$ cat src/verilog/ahb_macros.svh
`ifndef AHB_MACROS_SVH
`define AHB_MACROS_SVH

// memory sizes in 32-bit words
`define AHB_ROM_WORDS   16384           // 64 KB program store
`define AHB_RAM_WORDS   1024            // 4 KB scratch, aliased in its window

// width of the led and switch ports on the gpio block
`define AHB_GPIO_WIDTH  8

// slave base addresses, each window spans 64 KB
`define AHB_ROM_BASE    32'h0000_0000   // program rom
`define AHB_RAM_BASE    32'h2000_0000   // data ram
`define AHB_GPIO_BASE   32'h2020_0000   // leds and switches

`endif

$ cat src/verilog/ahb_pkg.sv
`default_nettype none

package ahb_pkg;

    // one bus word, used for haddr, hwdata and hrdata alike
    typedef logic [31:0] word_t;

    // owner of the current data phase
    typedef enum logic [1:0] {
        SLV_NONE = 2'd0,    // idle, busy or unmapped
        SLV_ROM  = 2'd1,    // program rom window
        SLV_RAM  = 2'd2,    // data ram window
        SLV_GPIO = 2'd3     // gpio window
    } slave_e;

endpackage

`default_nettype wire

$ cat src/verilog/ahb_slave_if.sv
`timescale 1ns/10ps
`default_nettype none

interface ahb_slave_if import ahb_pkg::*; ();

    logic  sel;     // slave owns this data phase
    word_t addr;    // registered address-phase haddr
    logic  write;   // registered hwrite
    word_t wdata;   // hwdata of the data phase
    word_t rdata;   // read data back from the slave

    // decoder side
    modport fabric (
        output sel,
        output addr,
        output write,
        output wdata,
        input  rdata
    );

    // memory or peripheral side
    modport slave (
        input  sel,
        input  addr,
        input  write,
        input  wdata,
        output rdata
    );

endinterface

`default_nettype wire

$ cat src/verilog/ahb_gpio.sv
`timescale 1ns/10ps
`default_nettype none
`include "ahb_macros.svh"

module ahb_gpio import ahb_pkg::*; (
    input  logic                       HCLK,
    input  logic                       rst,
    ahb_slave_if.slave                 bus,
    input  logic [`AHB_GPIO_WIDTH-1:0] switches,
    output logic [`AHB_GPIO_WIDTH-1:0] leds
);

    logic [`AHB_GPIO_WIDTH-1:0] led_q;  // led output register
    logic                       in_map; // offset 0x0 or 0x4
    logic                       led_wr; // write hits offset 0x0

    // only the first two words of the window hold registers
    assign in_map = (bus.addr[15:3] == '0);
    assign led_wr = bus.sel && bus.write && in_map && !bus.addr[2];

    always_ff @(posedge HCLK) begin
        if (rst) begin
            led_q <= '0;                            // leds dark after reset
        end else if (led_wr) begin
            led_q <= bus.wdata[`AHB_GPIO_WIDTH-1:0];
        end
    end

    assign leds = led_q;

    // bit 2 picks switches over leds, zero elsewhere
    always_comb begin
        bus.rdata = '0;
        if (bus.sel && in_map) begin
            if (bus.addr[2]) begin
                bus.rdata = word_t'(switches);     // zero-extended
            end else begin
                bus.rdata = word_t'(led_q);
            end
        end
    end

endmodule

`default_nettype wire

$ cat src/flat_wrapper.sv
// flat-port wrapper written by rule: the top's interface ports become plain ports
module ahb_gpio_flat import ahb_pkg::*;
  (HCLK, rst, switches, leds, bus_sel, bus_addr, bus_write, bus_wdata, bus_rdata);
  ahb_slave_if bus_i ();
  input  logic HCLK;
  input  logic rst;
  input  logic [`AHB_GPIO_WIDTH-1:0] switches;
  output logic [`AHB_GPIO_WIDTH-1:0] leds;
  input wire logic [$bits(bus_i.sel)-1:0] bus_sel;
  input wire logic [$bits(bus_i.addr)-1:0] bus_addr;
  input wire logic [$bits(bus_i.write)-1:0] bus_write;
  input wire logic [$bits(bus_i.wdata)-1:0] bus_wdata;
  output wire logic [$bits(bus_i.rdata)-1:0] bus_rdata;
  assign bus_i.sel = bus_sel;
  assign bus_i.addr = bus_addr;
  assign bus_i.write = bus_write;
  assign bus_i.wdata = bus_wdata;
  assign bus_rdata = bus_i.rdata;
  ahb_gpio u_core (.HCLK(HCLK), .rst(rst), .bus(bus_i), .switches(switches), .leds(leds));
endmodule
$ cat config.mk
export PLATFORM = sky130hd
export DESIGN_NAME = ahb_gpio_flat
export DESIGN_NICKNAME = d
export VERILOG_FILES = /design/src/verilog/ahb_pkg.sv /design/src/verilog/ahb_slave_if.sv /design/src/verilog/ahb_gpio.sv /design/src/flat_wrapper.sv
export VERILOG_INCLUDE_DIRS = /design/src /design/src/verilog
export SDC_FILE = /design/constraint.sdc
export NUM_CORES = 1
export LEC_CHECK = 0
export ABC_AREA = 0
export CAP_MARGIN = 20
export CORE_MARGIN = 4
export CORE_UTILIZATION = 50
export DETAILED_ROUTE_END_ITERATION = 8
export DONT_BUFFER_PORTS = 1
export HOLD_SLACK_MARGIN = 0.05
export PLACE_DENSITY = 0.71
export SLEW_MARGIN = 5
export SYNTH_ARGS = -nofsm -noshare
export SYNTH_HDL_FRONTEND = slang
export SYNTH_SLANG_ARGS = --single-unit
$ cat constraint.sdc
create_clock -name HCLK -period 1.7 [get_ports HCLK]
set_input_delay 0.17 -clock HCLK [delete_from_list [all_inputs] [get_ports HCLK]]
set_output_delay 0.17 -clock HCLK [all_outputs]
set_load 0.01 [all_outputs]
==> results.yml <==
run_status:
  status: "complete, no violations"
detailed_routing:
  detail-route-antenna-nets: 0
  wl_per_cell_um: 16.0
  vias_per_cell: 4.93
  dr.pass1.iters: 3
  drcViolationCount: 0
  num_vias: 478
  drt_iter0_markers: 4
  routed_wl_mm: 1.56
finish:
  diodes: 0
  final_common_cell: "conb_1"
  syn2layout_area_growth_pct: -10.5
  fin_cells: 97
  largest_reg_flops: 8
  drive_gt1_frac: 0.0854
  finalNetCount: 160
  layout_common_cells: "conb_1 (24), mux2i_1 (16), nand2b_1 (16), nor2_1 (9), dfxtp_1 (8)"
floorplanning:
  dieArea_sq_mm: 0.00219
  die_h_um: 46.8
  die_x_um: 46.8
  rows: 13
  pin_count: 116
  start_util: 0.550
  coreArea_sq_mm: 0.00137
timing:
  hold_viol: 0
  setup_slack_ps: 360
  period_needed_ps: 1340
  maxSlewViolCount: 0
  finalSetupViolations: 0
  setup_tns_ps: 0
  max_freq_mhz: 747
  clock-skew-final_ps: 0
  fin_crit_sh: 0.788
  rsz0062_at_grt: "no"
logic_synthesis:
  ys_types: 14
  synth_seq_cells: 8
  syn_inst: 83
  yosysWarnings: 0
  syn-cell-area_sq_um: 752
  syn_area_per_cell_sq_um: 9.06
  seq_area_frac_synth: 0.213
worst_setup_path:
  critPathBufInv: 0
  worst_path_largest_cell_delay_ps: 380
  end_kind: "output pin"
  critPathTopFamily: "simple AND/OR/NAND/NOR gates"
  crit_fanout: 8
  criticalPathCategory: "input pin to output pin"
  slowest_stage: "nand4_1"
  arrival_ps: 1170
  critPathLaunchType: "input pin"
  required_ps: 1530
  cp_cell_sequence: "nor4_2 -> nand4_1 -> nor2_1"
grt:
  grt_max_degree: 17
  grt_antenna_before_repair: 0
  grt_pass1_vias: 461
  grt-ovfl-total: 0
  grt_first_pass_wirelength_mm: 2.11
  grt_use_total: 0.142
pwr:
  max-vdd-ir-drop_v: 0.000297
  power.leakage_nw: 0.271
  power_density_mw_per_mm2: 563
place:
  place_congestion: 0.664
  io_buffers: 0
  placed_cells: 94
  dp_hpwl_mm: 1.32
  pre_cts_slack_ps: 343
cts:
  cts_tree: "done"
  cts_resized: 0
  root_buffer: "clkbuf_4"
  clk_path_buf_depth: 2
  cts_max_level: 1
  cts_buffers: 3
  cts_sinks: 8
  clk_latency_ps: 250
  cts_hold_buf: 0
  path_clk_slew_ps: 50
  postCtsSetupBuffers: 0
hold_path:
  hp-class: "input pin to flip-flop"
job:
  max-cap-violations: 0
metal layers:
layer,track usage,up-vias,part of all wire
met5,0,-,0
met4,0.0829,0,0.0077
met3,0.0575,2,0.20
met2,0.236,50,0.47
met1,0.150,202,0.32
li1,-,224,-
synthesized netlist by cell type:
cell | count | share of area
and4_1 | 1 | 0.012
nor4_4 | 1 | 0.028
nor2_1 | 9 | 0.045
nor4b_4 | 1 | 0.032
nor4b_2 | 1 | 0.020
conb_1 | 1 | 0.0050
nand4_1 | 1 | 0.0083
buf_4 | 24 | 0.24
nor4_2 | 1 | 0.017
buf_6 | 2 | 0.030
clkbuf_1 | 1 | 0.0050
nand2b_1 | 16 | 0.13
mux2i_1 | 16 | 0.21
dfxtp_1 | 8 | 0.21
cell type report:
type / count / area (sq um)
clock buffer: 3 / 22.5
fill: 146 / 693
multi-input combinational: 71 / 472
sequential: 8 / 160
tap: 15 / 18.8
through the flow:
step / hold slack [ps] / instance area [sq um] / utilization / total power, mW
floorplan: 325 / 838 / - / 0.289
global placement: 327 / 651 / 0.476 / 0.241
detailed placement: 332 / 651 / 0.476 / 0.242
CTS: 65.5 / 673 / 0.493 / 0.386
global route: 63.2 / 673 / 0.493 / 0.410
finish: 72.2 / 673 / 0.493 / 0.379
final timing paths:
kind	endpoint	cells past startpoint	slack, ps	startpoint
min reg2reg	u_core.leds[2]$_SDFFE_PP0P_	2	530	u_core.leds[2]$_SDFFE_PP0P_
min	u_core.leds[1]$_SDFFE_PP0P_	2	70	bus_wdata[1]
max	bus_rdata[5]	3	360	bus_addr[6]
max reg2reg	u_core.leds[3]$_SDFFE_PP0P_	2	1020	u_core.leds[3]$_SDFFE_PP0P_
where the power goes:
group	internal [mW]	total, mW	switching (mW)
Sequential	0.188	0.188	0.00000407
Combinational	0.0208	0.0515	0.0307
Clock	0.0804	0.140	0.0594
cell families after synthesis:
logic type,count (synthesis),share of synthesized area
buffers and inverters,27,0.275
multiplexers,16,0.213
AND/OR/NAND/NOR,31,0.295
other,1,0.00499
flip-flops,8,0.213
worst register-to-register path: stages (launching register included):
cell and delay, ps:
dfxtp_1 410, nand2b_1 90, mux2i_1 120
(Power assumes the default switching activity.)
