**src/verilog/ahb_macros.svh**
```systemverilog
`ifndef AHB_MACROS_SVH
`define AHB_MACROS_SVH

// memory sizes in 32-bit words
`define AHB_ROM_WORDS   16384           // 64 KB program store
`define AHB_RAM_WORDS   1024            // 4 KB scratch, aliased in its window

// width of the led and switch ports on the gpio block
`define AHB_GPIO_WIDTH  8

// slave base addresses, each window spans 64 KB
`define AHB_ROM_BASE    32'h0000_0000   // program rom
`define AHB_RAM_BASE    32'h2000_0000   // data ram
`define AHB_GPIO_BASE   32'h2020_0000   // leds and switches

`endif

```
**src/verilog/ahb_pkg.sv**
```systemverilog
`default_nettype none

package ahb_pkg;

    // one bus word, used for haddr, hwdata and hrdata alike
    typedef logic [31:0] word_t;

    // owner of the current data phase
    typedef enum logic [1:0] {
        SLV_NONE = 2'd0,    // idle, busy or unmapped
        SLV_ROM  = 2'd1,    // program rom window
        SLV_RAM  = 2'd2,    // data ram window
        SLV_GPIO = 2'd3     // gpio window
    } slave_e;

endpackage

`default_nettype wire

```
**src/verilog/ahb_slave_if.sv**
```systemverilog
`timescale 1ns/10ps
`default_nettype none

interface ahb_slave_if import ahb_pkg::*; ();

    logic  sel;     // slave owns this data phase
    word_t addr;    // registered address-phase haddr
    logic  write;   // registered hwrite
    word_t wdata;   // hwdata of the data phase
    word_t rdata;   // read data back from the slave

    // decoder side
    modport fabric (
        output sel,
        output addr,
        output write,
        output wdata,
        input  rdata
    );

    // memory or peripheral side
    modport slave (
        input  sel,
        input  addr,
        input  write,
        input  wdata,
        output rdata
    );

endinterface

`default_nettype wire

```
**src/verilog/ahb_decoder.sv**
```systemverilog
`timescale 1ns/10ps
`default_nettype none
`include "ahb_macros.svh"

module ahb_decoder import ahb_pkg::*; (
    input  logic        HCLK,
    input  logic        rst,
    input  word_t       haddr,
    input  logic [1:0]  htrans,
    input  logic        hwrite,
    input  word_t       hwdata,
    output word_t       hrdata,
    ahb_slave_if.fabric rom_bus,
    ahb_slave_if.fabric ram_bus,
    ahb_slave_if.fabric gpio_bus
);

    localparam word_t ROM_BASE  = `AHB_ROM_BASE;
    localparam word_t RAM_BASE  = `AHB_RAM_BASE;
    localparam word_t GPIO_BASE = `AHB_GPIO_BASE;

    slave_e dec_sel;    // decode of the current address phase
    slave_e dp_sel;     // slave owning the data phase
    word_t  dp_addr;    // captured haddr
    logic   dp_write;   // captured hwrite

    // htrans[1] marks NONSEQ/SEQ, idle and busy select nothing
    always_comb begin
        dec_sel = SLV_NONE;
        if (htrans[1]) begin
            if (haddr[31:16] == ROM_BASE[31:16]) begin
                dec_sel = SLV_ROM;
            end else if (haddr[31:16] == RAM_BASE[31:16]) begin
                dec_sel = SLV_RAM;
            end else if (haddr[31:16] == GPIO_BASE[31:16]) begin
                dec_sel = SLV_GPIO;
            end
        end
    end

    always_ff @(posedge HCLK) begin
        if (rst) begin
            dp_sel <= SLV_NONE;     // no data phase after reset
        end else begin
            dp_sel <= dec_sel;      // address phase -> data phase
        end
    end

    // payload only, meaningless while dp_sel is SLV_NONE
    always_ff @(posedge HCLK) begin
        if (htrans[1]) begin
            dp_addr  <= haddr;
            dp_write <= hwrite;
        end
    end

    assign rom_bus.sel    = (dp_sel == SLV_ROM);
    assign rom_bus.addr   = dp_addr;
    assign rom_bus.write  = dp_write;
    assign rom_bus.wdata  = hwdata;     // data phase pass-through

    assign ram_bus.sel    = (dp_sel == SLV_RAM);
    assign ram_bus.addr   = dp_addr;
    assign ram_bus.write  = dp_write;
    assign ram_bus.wdata  = hwdata;

    assign gpio_bus.sel   = (dp_sel == SLV_GPIO);
    assign gpio_bus.addr  = dp_addr;
    assign gpio_bus.write = dp_write;
    assign gpio_bus.wdata = hwdata;

    // read mux, combinational in the data phase
    always_comb begin
        unique case (dp_sel)
            SLV_ROM:  hrdata = rom_bus.rdata;
            SLV_RAM:  hrdata = ram_bus.rdata;
            SLV_GPIO: hrdata = gpio_bus.rdata;
            default:  hrdata = '0;          // unmapped reads zero
        endcase
    end

endmodule

`default_nettype wire

```
**src/flat_wrapper.sv**
```systemverilog
// flat-port wrapper written by rule: the top's interface ports become plain ports
module ahb_decoder_flat import ahb_pkg::*;
  (HCLK, rst, haddr, htrans, hwrite, hwdata, hrdata, rom_bus_sel, rom_bus_addr, rom_bus_write, rom_bus_wdata, rom_bus_rdata, ram_bus_sel, ram_bus_addr, ram_bus_write, ram_bus_wdata, ram_bus_rdata, gpio_bus_sel, gpio_bus_addr, gpio_bus_write, gpio_bus_wdata, gpio_bus_rdata);
  ahb_slave_if rom_bus_i ();
  ahb_slave_if ram_bus_i ();
  ahb_slave_if gpio_bus_i ();
  input  logic HCLK;
  input  logic rst;
  input  word_t haddr;
  input  logic [1:0] htrans;
  input  logic hwrite;
  input  word_t hwdata;
  output word_t hrdata;
  output wire logic [$bits(rom_bus_i.sel)-1:0] rom_bus_sel;
  output wire logic [$bits(rom_bus_i.addr)-1:0] rom_bus_addr;
  output wire logic [$bits(rom_bus_i.write)-1:0] rom_bus_write;
  output wire logic [$bits(rom_bus_i.wdata)-1:0] rom_bus_wdata;
  input wire logic [$bits(rom_bus_i.rdata)-1:0] rom_bus_rdata;
  output wire logic [$bits(ram_bus_i.sel)-1:0] ram_bus_sel;
  output wire logic [$bits(ram_bus_i.addr)-1:0] ram_bus_addr;
  output wire logic [$bits(ram_bus_i.write)-1:0] ram_bus_write;
  output wire logic [$bits(ram_bus_i.wdata)-1:0] ram_bus_wdata;
  input wire logic [$bits(ram_bus_i.rdata)-1:0] ram_bus_rdata;
  output wire logic [$bits(gpio_bus_i.sel)-1:0] gpio_bus_sel;
  output wire logic [$bits(gpio_bus_i.addr)-1:0] gpio_bus_addr;
  output wire logic [$bits(gpio_bus_i.write)-1:0] gpio_bus_write;
  output wire logic [$bits(gpio_bus_i.wdata)-1:0] gpio_bus_wdata;
  input wire logic [$bits(gpio_bus_i.rdata)-1:0] gpio_bus_rdata;
  assign rom_bus_sel = rom_bus_i.sel;
  assign rom_bus_addr = rom_bus_i.addr;
  assign rom_bus_write = rom_bus_i.write;
  assign rom_bus_wdata = rom_bus_i.wdata;
  assign rom_bus_i.rdata = rom_bus_rdata;
  assign ram_bus_sel = ram_bus_i.sel;
  assign ram_bus_addr = ram_bus_i.addr;
  assign ram_bus_write = ram_bus_i.write;
  assign ram_bus_wdata = ram_bus_i.wdata;
  assign ram_bus_i.rdata = ram_bus_rdata;
  assign gpio_bus_sel = gpio_bus_i.sel;
  assign gpio_bus_addr = gpio_bus_i.addr;
  assign gpio_bus_write = gpio_bus_i.write;
  assign gpio_bus_wdata = gpio_bus_i.wdata;
  assign gpio_bus_i.rdata = gpio_bus_rdata;
  ahb_decoder u_core (.HCLK(HCLK), .rst(rst), .haddr(haddr), .htrans(htrans), .hwrite(hwrite), .hwdata(hwdata), .hrdata(hrdata), .rom_bus(rom_bus_i), .ram_bus(ram_bus_i), .gpio_bus(gpio_bus_i));
endmodule
```
**config.mk**
```make
export PLATFORM = sky130hd
export DESIGN_NAME = ahb_decoder_flat
export DESIGN_NICKNAME = d
export VERILOG_FILES = /design/src/verilog/ahb_pkg.sv /design/src/verilog/ahb_slave_if.sv /design/src/verilog/ahb_decoder.sv /design/src/flat_wrapper.sv
export VERILOG_INCLUDE_DIRS = /design/src /design/src/verilog
export SDC_FILE = /design/constraint.sdc
export NUM_CORES = 1
export LEC_CHECK = 0
export BUFFER_PORTS_ARGS = -buffer_cell sky130_fd_sc_hd__buf_2
export CORE_AREA = 2 2 155 157
export CTS_CLUSTER_SIZE = 8
export DETAILED_ROUTE_END_ITERATION = 8
export DIE_AREA = 0 0 157 159
export GPL_TIMING_DRIVEN = 0
export PLACE_DENSITY = 0.4
export SLEW_MARGIN = 20
export SYNTH_ARGS = -nofsm -noshare
export SYNTH_HDL_FRONTEND = slang
export SYNTH_SLANG_ARGS = --single-unit
```
**constraint.sdc**
```tcl
create_clock -name HCLK -period 2.65 [get_ports HCLK]
set_clock_uncertainty 0.15 [all_clocks]
set_input_delay 0.795 -clock HCLK [delete_from_list [all_inputs] [get_ports HCLK]]
set_output_delay 0.795 -clock HCLK [all_outputs]
set_load 0.02 [all_outputs]
```
==> key figures, run 1 <==
Outcome
  • Status: completed

Yosys
  • Distinct cells, synth: 20
  • Simple-gate area share of the yosys netlist: 2.15%
  • Post-synth EDFFs: 33
  • Synth Area in Compound Gates: between 8 and 9%
  • Post-synth top flop: edfxtp_1
  • Syn Nets: 450
  • Syn. warnings: 0
  • Main combinational cell family by area after synthesis: buffers and inverters
  • Synthesized cell area: about 3200 um2
  • Post-synth top area cell: buf_4
  • Multiplexer share of the synthesized area: roughly 15%
  • Post-synthesis area per instance: 11.2 um2
  • Area share of the largest cell type after synthesis: a little under two fifths
  • Yosys reg bits: 35
  • Syn Inst Count: 285
  • Post-synthesis sequential area ratio: 32.2%
  • Main area contributors after synthesis: buf_4, edfxtp_1, mux2_4, a22o_1, buf_6
  • XOR/XNOR Fraction of Synth Area: less than 1%
  • Share of flip-flops with an asynchronous set or reset: 0%
  • Adder-cell area share of the yosys netlist: 0%

Pwr
  • Worst IR Drop VDD: 0.000320 V
  • Power per cell area: 388 nW/um2
  • Leak: about 3.1 nW

Setup path
  • Crit path depth: 5
  • CP top delay family: buffers and inverters
  • CP peak stage delay: 330 ps
  • Startpoint Class: flip-flop
  • Crit Path Max Fanout: 10
  • Worst path slowest cell: dfxtp_1
  • Worst path buffer plus inverter count: 3
  • Cell chain of the critical path: buf_6 -> buf_8 -> mux2_4 -> a22o_1 -> buf_2
  • Critical path required time: 1710 ps
  • Critical path data arrival time: between 1500 and 2000 ps
  • CP Class: flip-flop to output pin
  • Crit. End Element: output pin

Clock network
  • H-tree depth: 2
  • Reg clk slew, reported paths: 60 ps
  • Clk sinks: 35
  • CTS Buf Count: 5
  • CTS tree: done
  • Clk root buf: clkbuf_16
  • Clk buf depth: 2

Global route
  • Largest net degree at the start of global routing: 35
  • Grt ovf: 0
  • First-pass GRT wire length: 15600 um
  • GRT Overall Usage: 7.92%
  • Number of global-route vias before repair: 2823
  • Initial antenna violation count: 0

Floorplan
  • IO Count: 395
  • Initial core utilization: 13.8%
  • Core region area: 23200 um2
  • Row cnt: 56
  • Die Wd: 157 um
  • Die area: 25000 um2
  • Die Ht: 159 um

Final layout
  • Ant diodes: 0
  • Area delta synth->final: 74.4%
  • Layout cells sized above 1: 88.1%
  • Commonest non-fill, non-tap cell in the layout: buf_2
  • Most frequent cells in the layout: buf_2, buf_4, edfxtp_1
  • Fill count: around 2600
  • Nets@finish: around 800
  • Design Area, Final: 5580 um2

Min path
  • Hold Path Class: primary input to flip-flop
  • Depth of the worst hold-timing path: 1

Timing
  • Worst-margin pin slew: between 700 and 800 ps
  • FMAX: a little under 0.4 GHz
  • RSZ-0062 raised after global routing: false
  • Final Hold Viols: 0
  • Final Critical Period: 2540 ps
  • Worst slew margin: 49.7%
  • Slew Limit Fails: 0
  • TNS Setup: 0 ps
  • Final period utilization: 95.9%
  • Finish-stage setup viols: 0
  • Hold WS: 536 ps

Detailed routing
  • Residual DRC: 0
  • Drt total wl: 11100 um
  • Detail Route Antenna Nets: 0
  • Via count: slightly above 3000
  • DR WL/cell: 11.4 um
  • Drt via density: around 3.1
  • DR pass1 iterations: 4
  • DRT iter0 DRCs: ~110

Place
  • GPL Wtd Cong: about 0.76
  • Input/output buffers: 361
  • DP HPWL: 9690 um
  • DP Area: 5410 um2

Flow run
  • Max cap viols: 0
sequential cells by signal (all words and copies together), names as in the netlist:
register,flops
u_core.dp_sel,2
u_core.gpio_bus.addr,32
u_core.gpio_bus.write,1
worst paths after layout:
path                             start                       to
worst min-delay path          haddr[1]  u_core.gpio_bus.addr[1]
worst max-delay path  u_core.dp_sel[0]               hrdata[24]
report_power, final:
part	leakage, nW	total (mW)	switching, mW	internal, mW
logic	2.67	0.800	0.397	0.403
registers	0.339	0.688	0.0346	0.654
clock network	0.0844	0.679	0.231	0.448
total	3.09	2.17	0.662	1.50
synth_stat cells (all sizes together), types with 2 or more instances:
cell type,instances
dfxtp,2
edfxtp,33
clkbuf,3
a22o,32
buf,171
nor2,2
mux2,32
nor4,3
cell type report:
type	count	area (um2)	area share [%]
buffer	174	1350	24.1
clock buffer	5	125	2.24
clock inverter	3	47.5	0.851
inverter	1	3.75	0.0672
multi-input combinational	75	823	14.7
sequential	35	1030	18.5
tap	319	399	7.15
timing repair buffer	361	1810	32.4
per-layer routing:
metal / track usage, % / wire length, um
met5: 0 / 0
met4: 1.50 / 107
met3: 1.20 / 841
met2: 15.3 / 5950
met1: 9.12 / 4230
timing repair:
item                                    in CTS  in global routing
buffers inserted                             0                  0
endpoints found under the setup margin       0                 14
hold buffers                                 0                  0
gates resized for setup                      0                  6
metrics by stage:
stage                     worst slack, ps  instances  power (mW)  utilization, %
after floorplan                       412        285        1.21               -
after global placement                198        965        1.51            23.3
after detailed placement              200        965        1.51            23.3
after CTS                            15.0        973        2.20            24.1
after global routing                 33.5        973        2.27            24.1
final                                 108        973        2.17            24.1
kinds of logic (layout without fill, tap and decap cells):
group / count (synthesis) / after routing
xor+xnor: 1 / 1
mux: 32 / 32
simple gates: 10 / 10
buf+inv: 175 / 544
compound gates: 32 / 32
flops: 35 / 35
Power figures use the tool's default switching activity.
==> inputs of run 2 (changes only) <==
Settings changed: ABC_AREA from default to 1, CELL_PAD_IN_SITES_DETAIL_PLACEMENT from default to 0, CELL_PAD_IN_SITES_GLOBAL_PLACEMENT from default to 1, CORE_AREA 2 2 155 157 to 2 2 152 154, DIE_AREA 0 0 157 159 to 0 0 154 156, PLACE_DENSITY 0.4 to 0.59.
==> run 2 against run 1 <==
Net effect:
- combinational power is 3.0% lower
- utilization is 0.14 points lower
- largest cell class unchanged
- cell area is 4.1% lower
- global-route usage is 1.3 points higher
- first-iteration DRC count is 65% higher
- via count is 11% higher
- clock-buffer cell count is 1 higher
==> key figures, run 2 <==
Setup path
  • Worst path slowest cell: dfxtp_1
  • Critical path data arrival time: 1520 ps
  • CP top delay family: buffers and inverters
  • Crit path depth: 6
  • CP peak stage delay: 420 ps
  • Worst path buffer plus inverter count: 3
  • Startpoint Class: flip-flop
  • Crit. End Element: output pin
  • CP Class: flip-flop to output pin
  • Critical path required time: about 1700 ps
  • Critical path startpoint: u_core.dp_sel[1]
  • Cell chain of the critical path: inv_2 -> nor2_4 -> buf_6 -> nand2_1 -> nand3_1 -> buf_2
  • Crit Path Max Fanout: 10

Floorplan
  • IO Count: 395
  • Initial core utilization: 13.7%
  • Die Wd: 154 um
  • Die area: 24000 um2
  • Core region area: 22400 um2
  • Row cnt: 55
  • Die Ht: 156 um

Clock network
  • Reg clk slew, reported paths: 50 ps
  • CTS Buf Count: 5
  • CTS tree: done
  • # hold bufs at CTS: 0
  • Post-CTS setup buffers: 0
  • Clk root buf: clkbuf_16
  • Clk buf depth: 2
  • Resized Gates After CTS: 0
  • H-tree depth: 2
  • Clk sinks: 35

Yosys
  • Post-synth top area cell: buf_4
  • Post-synthesis area per instance: about 8.3 um2
  • Main area contributors after synthesis: buf_4, edfxtp_1, nand2_1, nand3_1, nand3_2
  • Post-synthesis sequential area ratio: 33.8%
  • Syn Inst Count: 369
  • Syn. warnings: 0
  • Synth top cells by count: buf_4, nand2_1, edfxtp_1
  • Most frequent cell after synthesis: buf_4
  • Post-synth EDFFs: 33
  • Distinct cells, synth: 12
  • Synthesized cell area: 3050 um2
  • Share of flip-flops with an asynchronous set or reset: 0%
  • Yosys reg bits: 35
  • Syn Nets: 534
  • Area share of the largest cell type after synthesis: 40.6%
  • Post-synth top flop: edfxtp_1

Timing
  • Final Critical Period: 2460 ps
  • RSZ-0062 raised after global routing: false
  • FMAX: 0.406 GHz
  • Worst slew margin: 45.7%
  • TNS Setup: 0 ps
  • Slew Limit Fails: 0
  • Final Worst Setup Slack: approximately 190 ps
  • Final Hold Viols: 0
  • Worst-margin pin slew: roughly 810 ps
  • Final period utilization: 92.9%
  • Finish-stage setup viols: 0

Pwr
  • Combinational share of power: 38.3%
  • Power per cell area: 378 nW/um2
  • Worst IR Drop VDD: 0.000238 V
  • Power Internal: 1.37 mW
  • Clock share of power: 27.6%
  • Leak: between 3 and 4 nW
  • Switching share of power: between 30 and 40%
  • Sequential Power Share: 34.1%
  • Switching pwr: 0.655 mW

Min path
  • Hold Crit Start: haddr[9]
  • Hold Path Class: primary input to flip-flop
  • Depth of the worst hold-timing path: 1

Outcome
  • Status: completed

Detailed routing
  • Drt via density: 3.32
  • Detail Route Antenna Nets: 0
  • Via count: 3393
  • DRT iter0 DRCs: between 150 and 200
  • Residual DRC: 0
  • Drt total wl: 12500 um
  • DR WL/cell: around 12 um
  • DR pass1 iterations: 4

Global route
  • GRT Overall Usage: 9.19%
  • Largest net degree at the start of global routing: 36
  • Number of global-route vias before repair: 3152
  • Grt ovf: 0
  • First-pass GRT wire length: around 17000 um
  • Initial antenna violation count: 0

Final layout
  • Commonest non-fill, non-tap cell in the layout: buf_2
  • Layout cells sized above 1: 74.7%
  • Area delta synth->final: 75.3%
  • Nets@finish: 902
  • Most frequent cells in the layout: buf_2, buf_4, nand2_1
  • Max reg flops: 32
  • Ant diodes: 0

Place
  • GPL Wtd Cong: 0.726
  • Input/output buffers: 361
  • DP HPWL: 10900 um
  • Dpl ws: 411 ps

Flow run
  • Max cap viols: 0
run 2: cell types whose count changed after synthesis, sizes merged, moves of 5 or more:
| cell | before | now |
|---|---|---|
| nand3 | 0 | 34 |
| nor2 | 2 | 17 |
| nand2 | 0 | 105 |
| a22o | 32 | 0 |
| inv | 1 | 6 |
| mux2 | 32 | 0 |
run 2: power groups by stage:
| stage | registers (mW) | logic [mW] | clock network, mW |
|---|---|---|---|
| finish | 0.690 | 0.776 | 0.558 |
| global route | 0.697 | 0.819 | 0.605 |
| CTS | 0.692 | 0.784 | 0.576 |
| detailed placement | 0.703 | 0.782 | 0 |
| global placement | 0.701 | 0.783 | 0 |
| floorplan | 0.743 | 0.431 | 0 |
run 2: final cells by class:
cell class / instances / area, um2
sequential: 35 / 1030
fill: 2526 / 17000
buffer: 171 / 1310
clock inverter: 2 / 7.51
multi-input combinational: 157 / 693
clock buffer: 6 / 129
tap: 285 / 357
timing repair buffer: 361 / 1810
inverter: 6 / 22.5
run 2: per-layer routing:
metal  track usage, %  part of all wire [%]  vias up
met5                0                     0        -
met1             10.3                    38     1468
met4             1.74                  0.66        0
met2             17.7                    54      182
li1                 -                     -     1737
met3             2.06                   7.6        6
run 2: final timing paths:
kind | end | slack, ps
max | hrdata[1] | 190
min | u_core.gpio_bus.addr[9] | 530
run 2: logic make-up after synthesis:
family	synth area share, %
AO/OA/AOI/OAI	0.164
buffers and inverters	43.5
flip-flops	33.8
AND/OR/NAND/NOR	22.5
run 2: metrics by stage:
step / hold slack (ps) / instance area, um2 / util (%) / power, mW / instances
6_report: 535 / 5350 / 23.9 / 2.02 / 1023
5_1_grt: 524 / 5350 / 23.9 / 2.12 / 1023
4_1_cts: 528 / 5350 / 23.9 / 2.05 / 1023
3_5_place_dp: 823 / 5220 / 23.3 / 1.48 / 1015
3_3_place_gp: 822 / 5220 / 23.3 / 1.48 / 1015
2_1_floorplan: 744 / 3050 / - / 1.17 / 369
==> inputs of run 3 (changes only) <==
Settings changed: CORE_AREA 2 2 152 154 to 2 2 155 157, DIE_AREA 0 0 154 156 to 0 0 157 159, PLACE_DENSITY 0.59 to 0.57.
Clock period 2.65 ns to 2.5 ns, I/O delays scaled along.
==> run 3 against run 2 <==
Net effect:
- clock-buffer cell count is 2 higher
- worst hold slack worse by 49 ps
- critical path depth stayed put
- setup slack got worse by 66 ps
- sequential power up 5.9%
- flip-flop and latch count did not move
- cell area increased by 1.5%
- non-clock buffer count increased by 3
- die area grew 3.9%
- via count about the same
- combinational power up 5.8%
- largest cell class unchanged
==> key figures, run 3 (synthesis results as in run 2) <==
Clock network
  • Reg clk slew, reported paths: 60 ps
  • Clk root buf: clkbuf_16
  • H-tree depth: 2
  • CTS Buf Count: 5
  • CTS tree: done
  • # hold bufs at CTS: 0
  • Clk buf depth: 2
  • Clk sinks: 35

Setup path
  • Critical path data arrival time: 1480 ps
  • Startpoint Class: flip-flop
  • CP Class: flip-flop to output pin
  • Cell chain of the critical path: inv_2 -> nor2_4 -> buf_6 -> nand2_1 -> nand3_1 -> buf_2
  • Critical path required time: 1600 ps
  • Crit Path Max Fanout: 10
  • CP peak stage delay: ~370 ps
  • Crit. End Element: output pin
  • CP top delay family: buffers and inverters
  • Worst path buffer plus inverter count: 3
  • Worst path slowest cell: dfxtp_2

Global route
  • Number of global-route vias before repair: approximately 3200
  • First-pass GRT wire length: 17300 um
  • Grt ovf: 0
  • Initial antenna violation count: 0
  • Largest net degree at the start of global routing: 36
  • GRT Overall Usage: 9.01%

Place
  • DP HPWL: 10800 um
  • Input/output buffers: between 300 and 400
  • GPL Wtd Cong: roughly 0.75
  • Dpl ws: roughly 310 ps

Detailed routing
  • Top Metal Used: met4
  • Via count: between 3000 and 4000
  • Drt via density: 3.20
  • Met2 wire len: 6710 um
  • Met3 Wirelength: 951 um
  • DR WL/cell: ~12 um
  • DR pass1 iterations: 4
  • Residual DRC: 0
  • Met1 Routed Length: 4740 um
  • Detail Route Antenna Nets: 0
  • Drt total wl: 12500 um
  • DRT iter0 DRCs: 115

Pwr
  • Leak: 3.10 nW
  • Power per cell area: just under 400 nW/um2
  • Tot Pwr: around 2.2 mW
  • Sequential Power Share: 33.9%
  • Power Internal: 1.46 mW
  • Worst IR Drop VDD: 0.000238 V
  • Switching pwr: 0.695 mW
  • Clock share of power: 28.0%
  • Combinational share of power: between 30% and 40%
  • Switching share of power: 32.3%

Final layout
  • Max reg flops: 32
  • Fill count: 2579
  • Nets@finish: 905
  • Commonest non-fill, non-tap cell in the layout: buf_2
  • Most frequent cells in the layout: buf_2, buf_4, nand2_1
  • Area delta synth->final: 78.0%
  • Utilization after layout: 23.4%
  • Ant diodes: 0
  • Layout cells sized above 1: roughly three quarters

Timing
  • FMAX: 0.421 GHz
  • Final Critical Period: 2380 ps
  • Worst-margin pin slew: ~840 ps
  • Slew Limit Fails: 0
  • Final period utilization: 95.1%
  • Final Hold Viols: 0
  • Finish-stage setup viols: 0
  • Final Worst Setup Slack: 123 ps
  • Worst slew margin: 44.3%
  • RSZ-0062 raised after global routing: false
  • TNS Setup: 0 ps

Min path
  • Hold path endpoint: u_core.gpio_bus.addr[11]
  • Hold Crit Start: haddr[11]
  • Hold Path Class: primary input to flip-flop
  • Depth of the worst hold-timing path: 1

Floorplan
  • Initial core utilization: 13.2%
  • Core region area: roughly 23000 um2
  • Die Wd: 157 um
  • Die area: 25000 um2
  • Die Ht: 159 um
  • IO Count: 395
  • Row cnt: 56

Outcome
  • Status: completed

Flow run
  • Max cap viols: 0
-- run 3: cell count changes in the layout (fill, tap and decap cells not counted) --
cell      change
buf_12        +1
dfxtp_2       +2
clkbuf_1      +2
dfxtp_1       -2
buf_4         +2
clkinv_1      -2
-- run 3: worst max-delay path by stage --
stage	slack, ps	cells after the start	startpoint	end
after floorplan	620	2	gpio_bus_rdata[10]	hrdata[10]
after global placement	320	6	u_core.dp_sel[1]	hrdata[2]
after detailed placement	310	6	u_core.dp_sel[1]	hrdata[2]
after CTS	1	6	u_core.dp_sel[1]	hrdata[2]
after global routing	30	6	u_core.dp_sel[0]	hrdata[2]
final	120	6	u_core.dp_sel[0]	hrdata[10]
-- run 3: final cells by class --
class	instances	area (um2)	area share, %
repair buffers	364	1840	33.9
inverters	6	22.5	0.415
clock buffers	8	136	2.51
well taps	319	399	7.35
plain buffers	171	1310	24.0
flip-flops and latches	35	1030	19.0
multi-input cells	157	693	12.8
-- run 3: metal layers --
layer | track usage [%] | up-vias
met5 | 0 | -
li1 | - | 1741
met4 | 1.46 | 0
met1 | 9.48 | 1450
met2 | 18.1 | 191
met3 | 1.93 | 10
-- run 3: stage by stage --
| step | area [um2] | hold WS (ps) | cells |
|---|---|---|---|
| floorplan | 3050 | 699 | 369 |
| global placement | 5260 | 777 | 1049 |
| detailed placement | 5260 | 779 | 1049 |
| CTS | 5400 | 483 | 1057 |
| global route | 5430 | 482 | 1060 |
| finish | 5430 | 485 | 1060 |
-- run 3: timing repair --
action | 4_1_cts | 5_1_grt
endpoints found under the setup margin | 0 | 22
gates resized for setup | 0 | 2
setup buffers | 0 | 3
-- run 3: power by group through the flow --
stage	combinational [mW]	sequential, mW	clock, mW
after global placement	0.830	0.743	0
final	0.821	0.731	0.603
after global routing	0.869	0.739	0.640
after floorplan	0.457	0.788	0
after CTS	0.830	0.733	0.617
after detailed placement	0.828	0.744	0
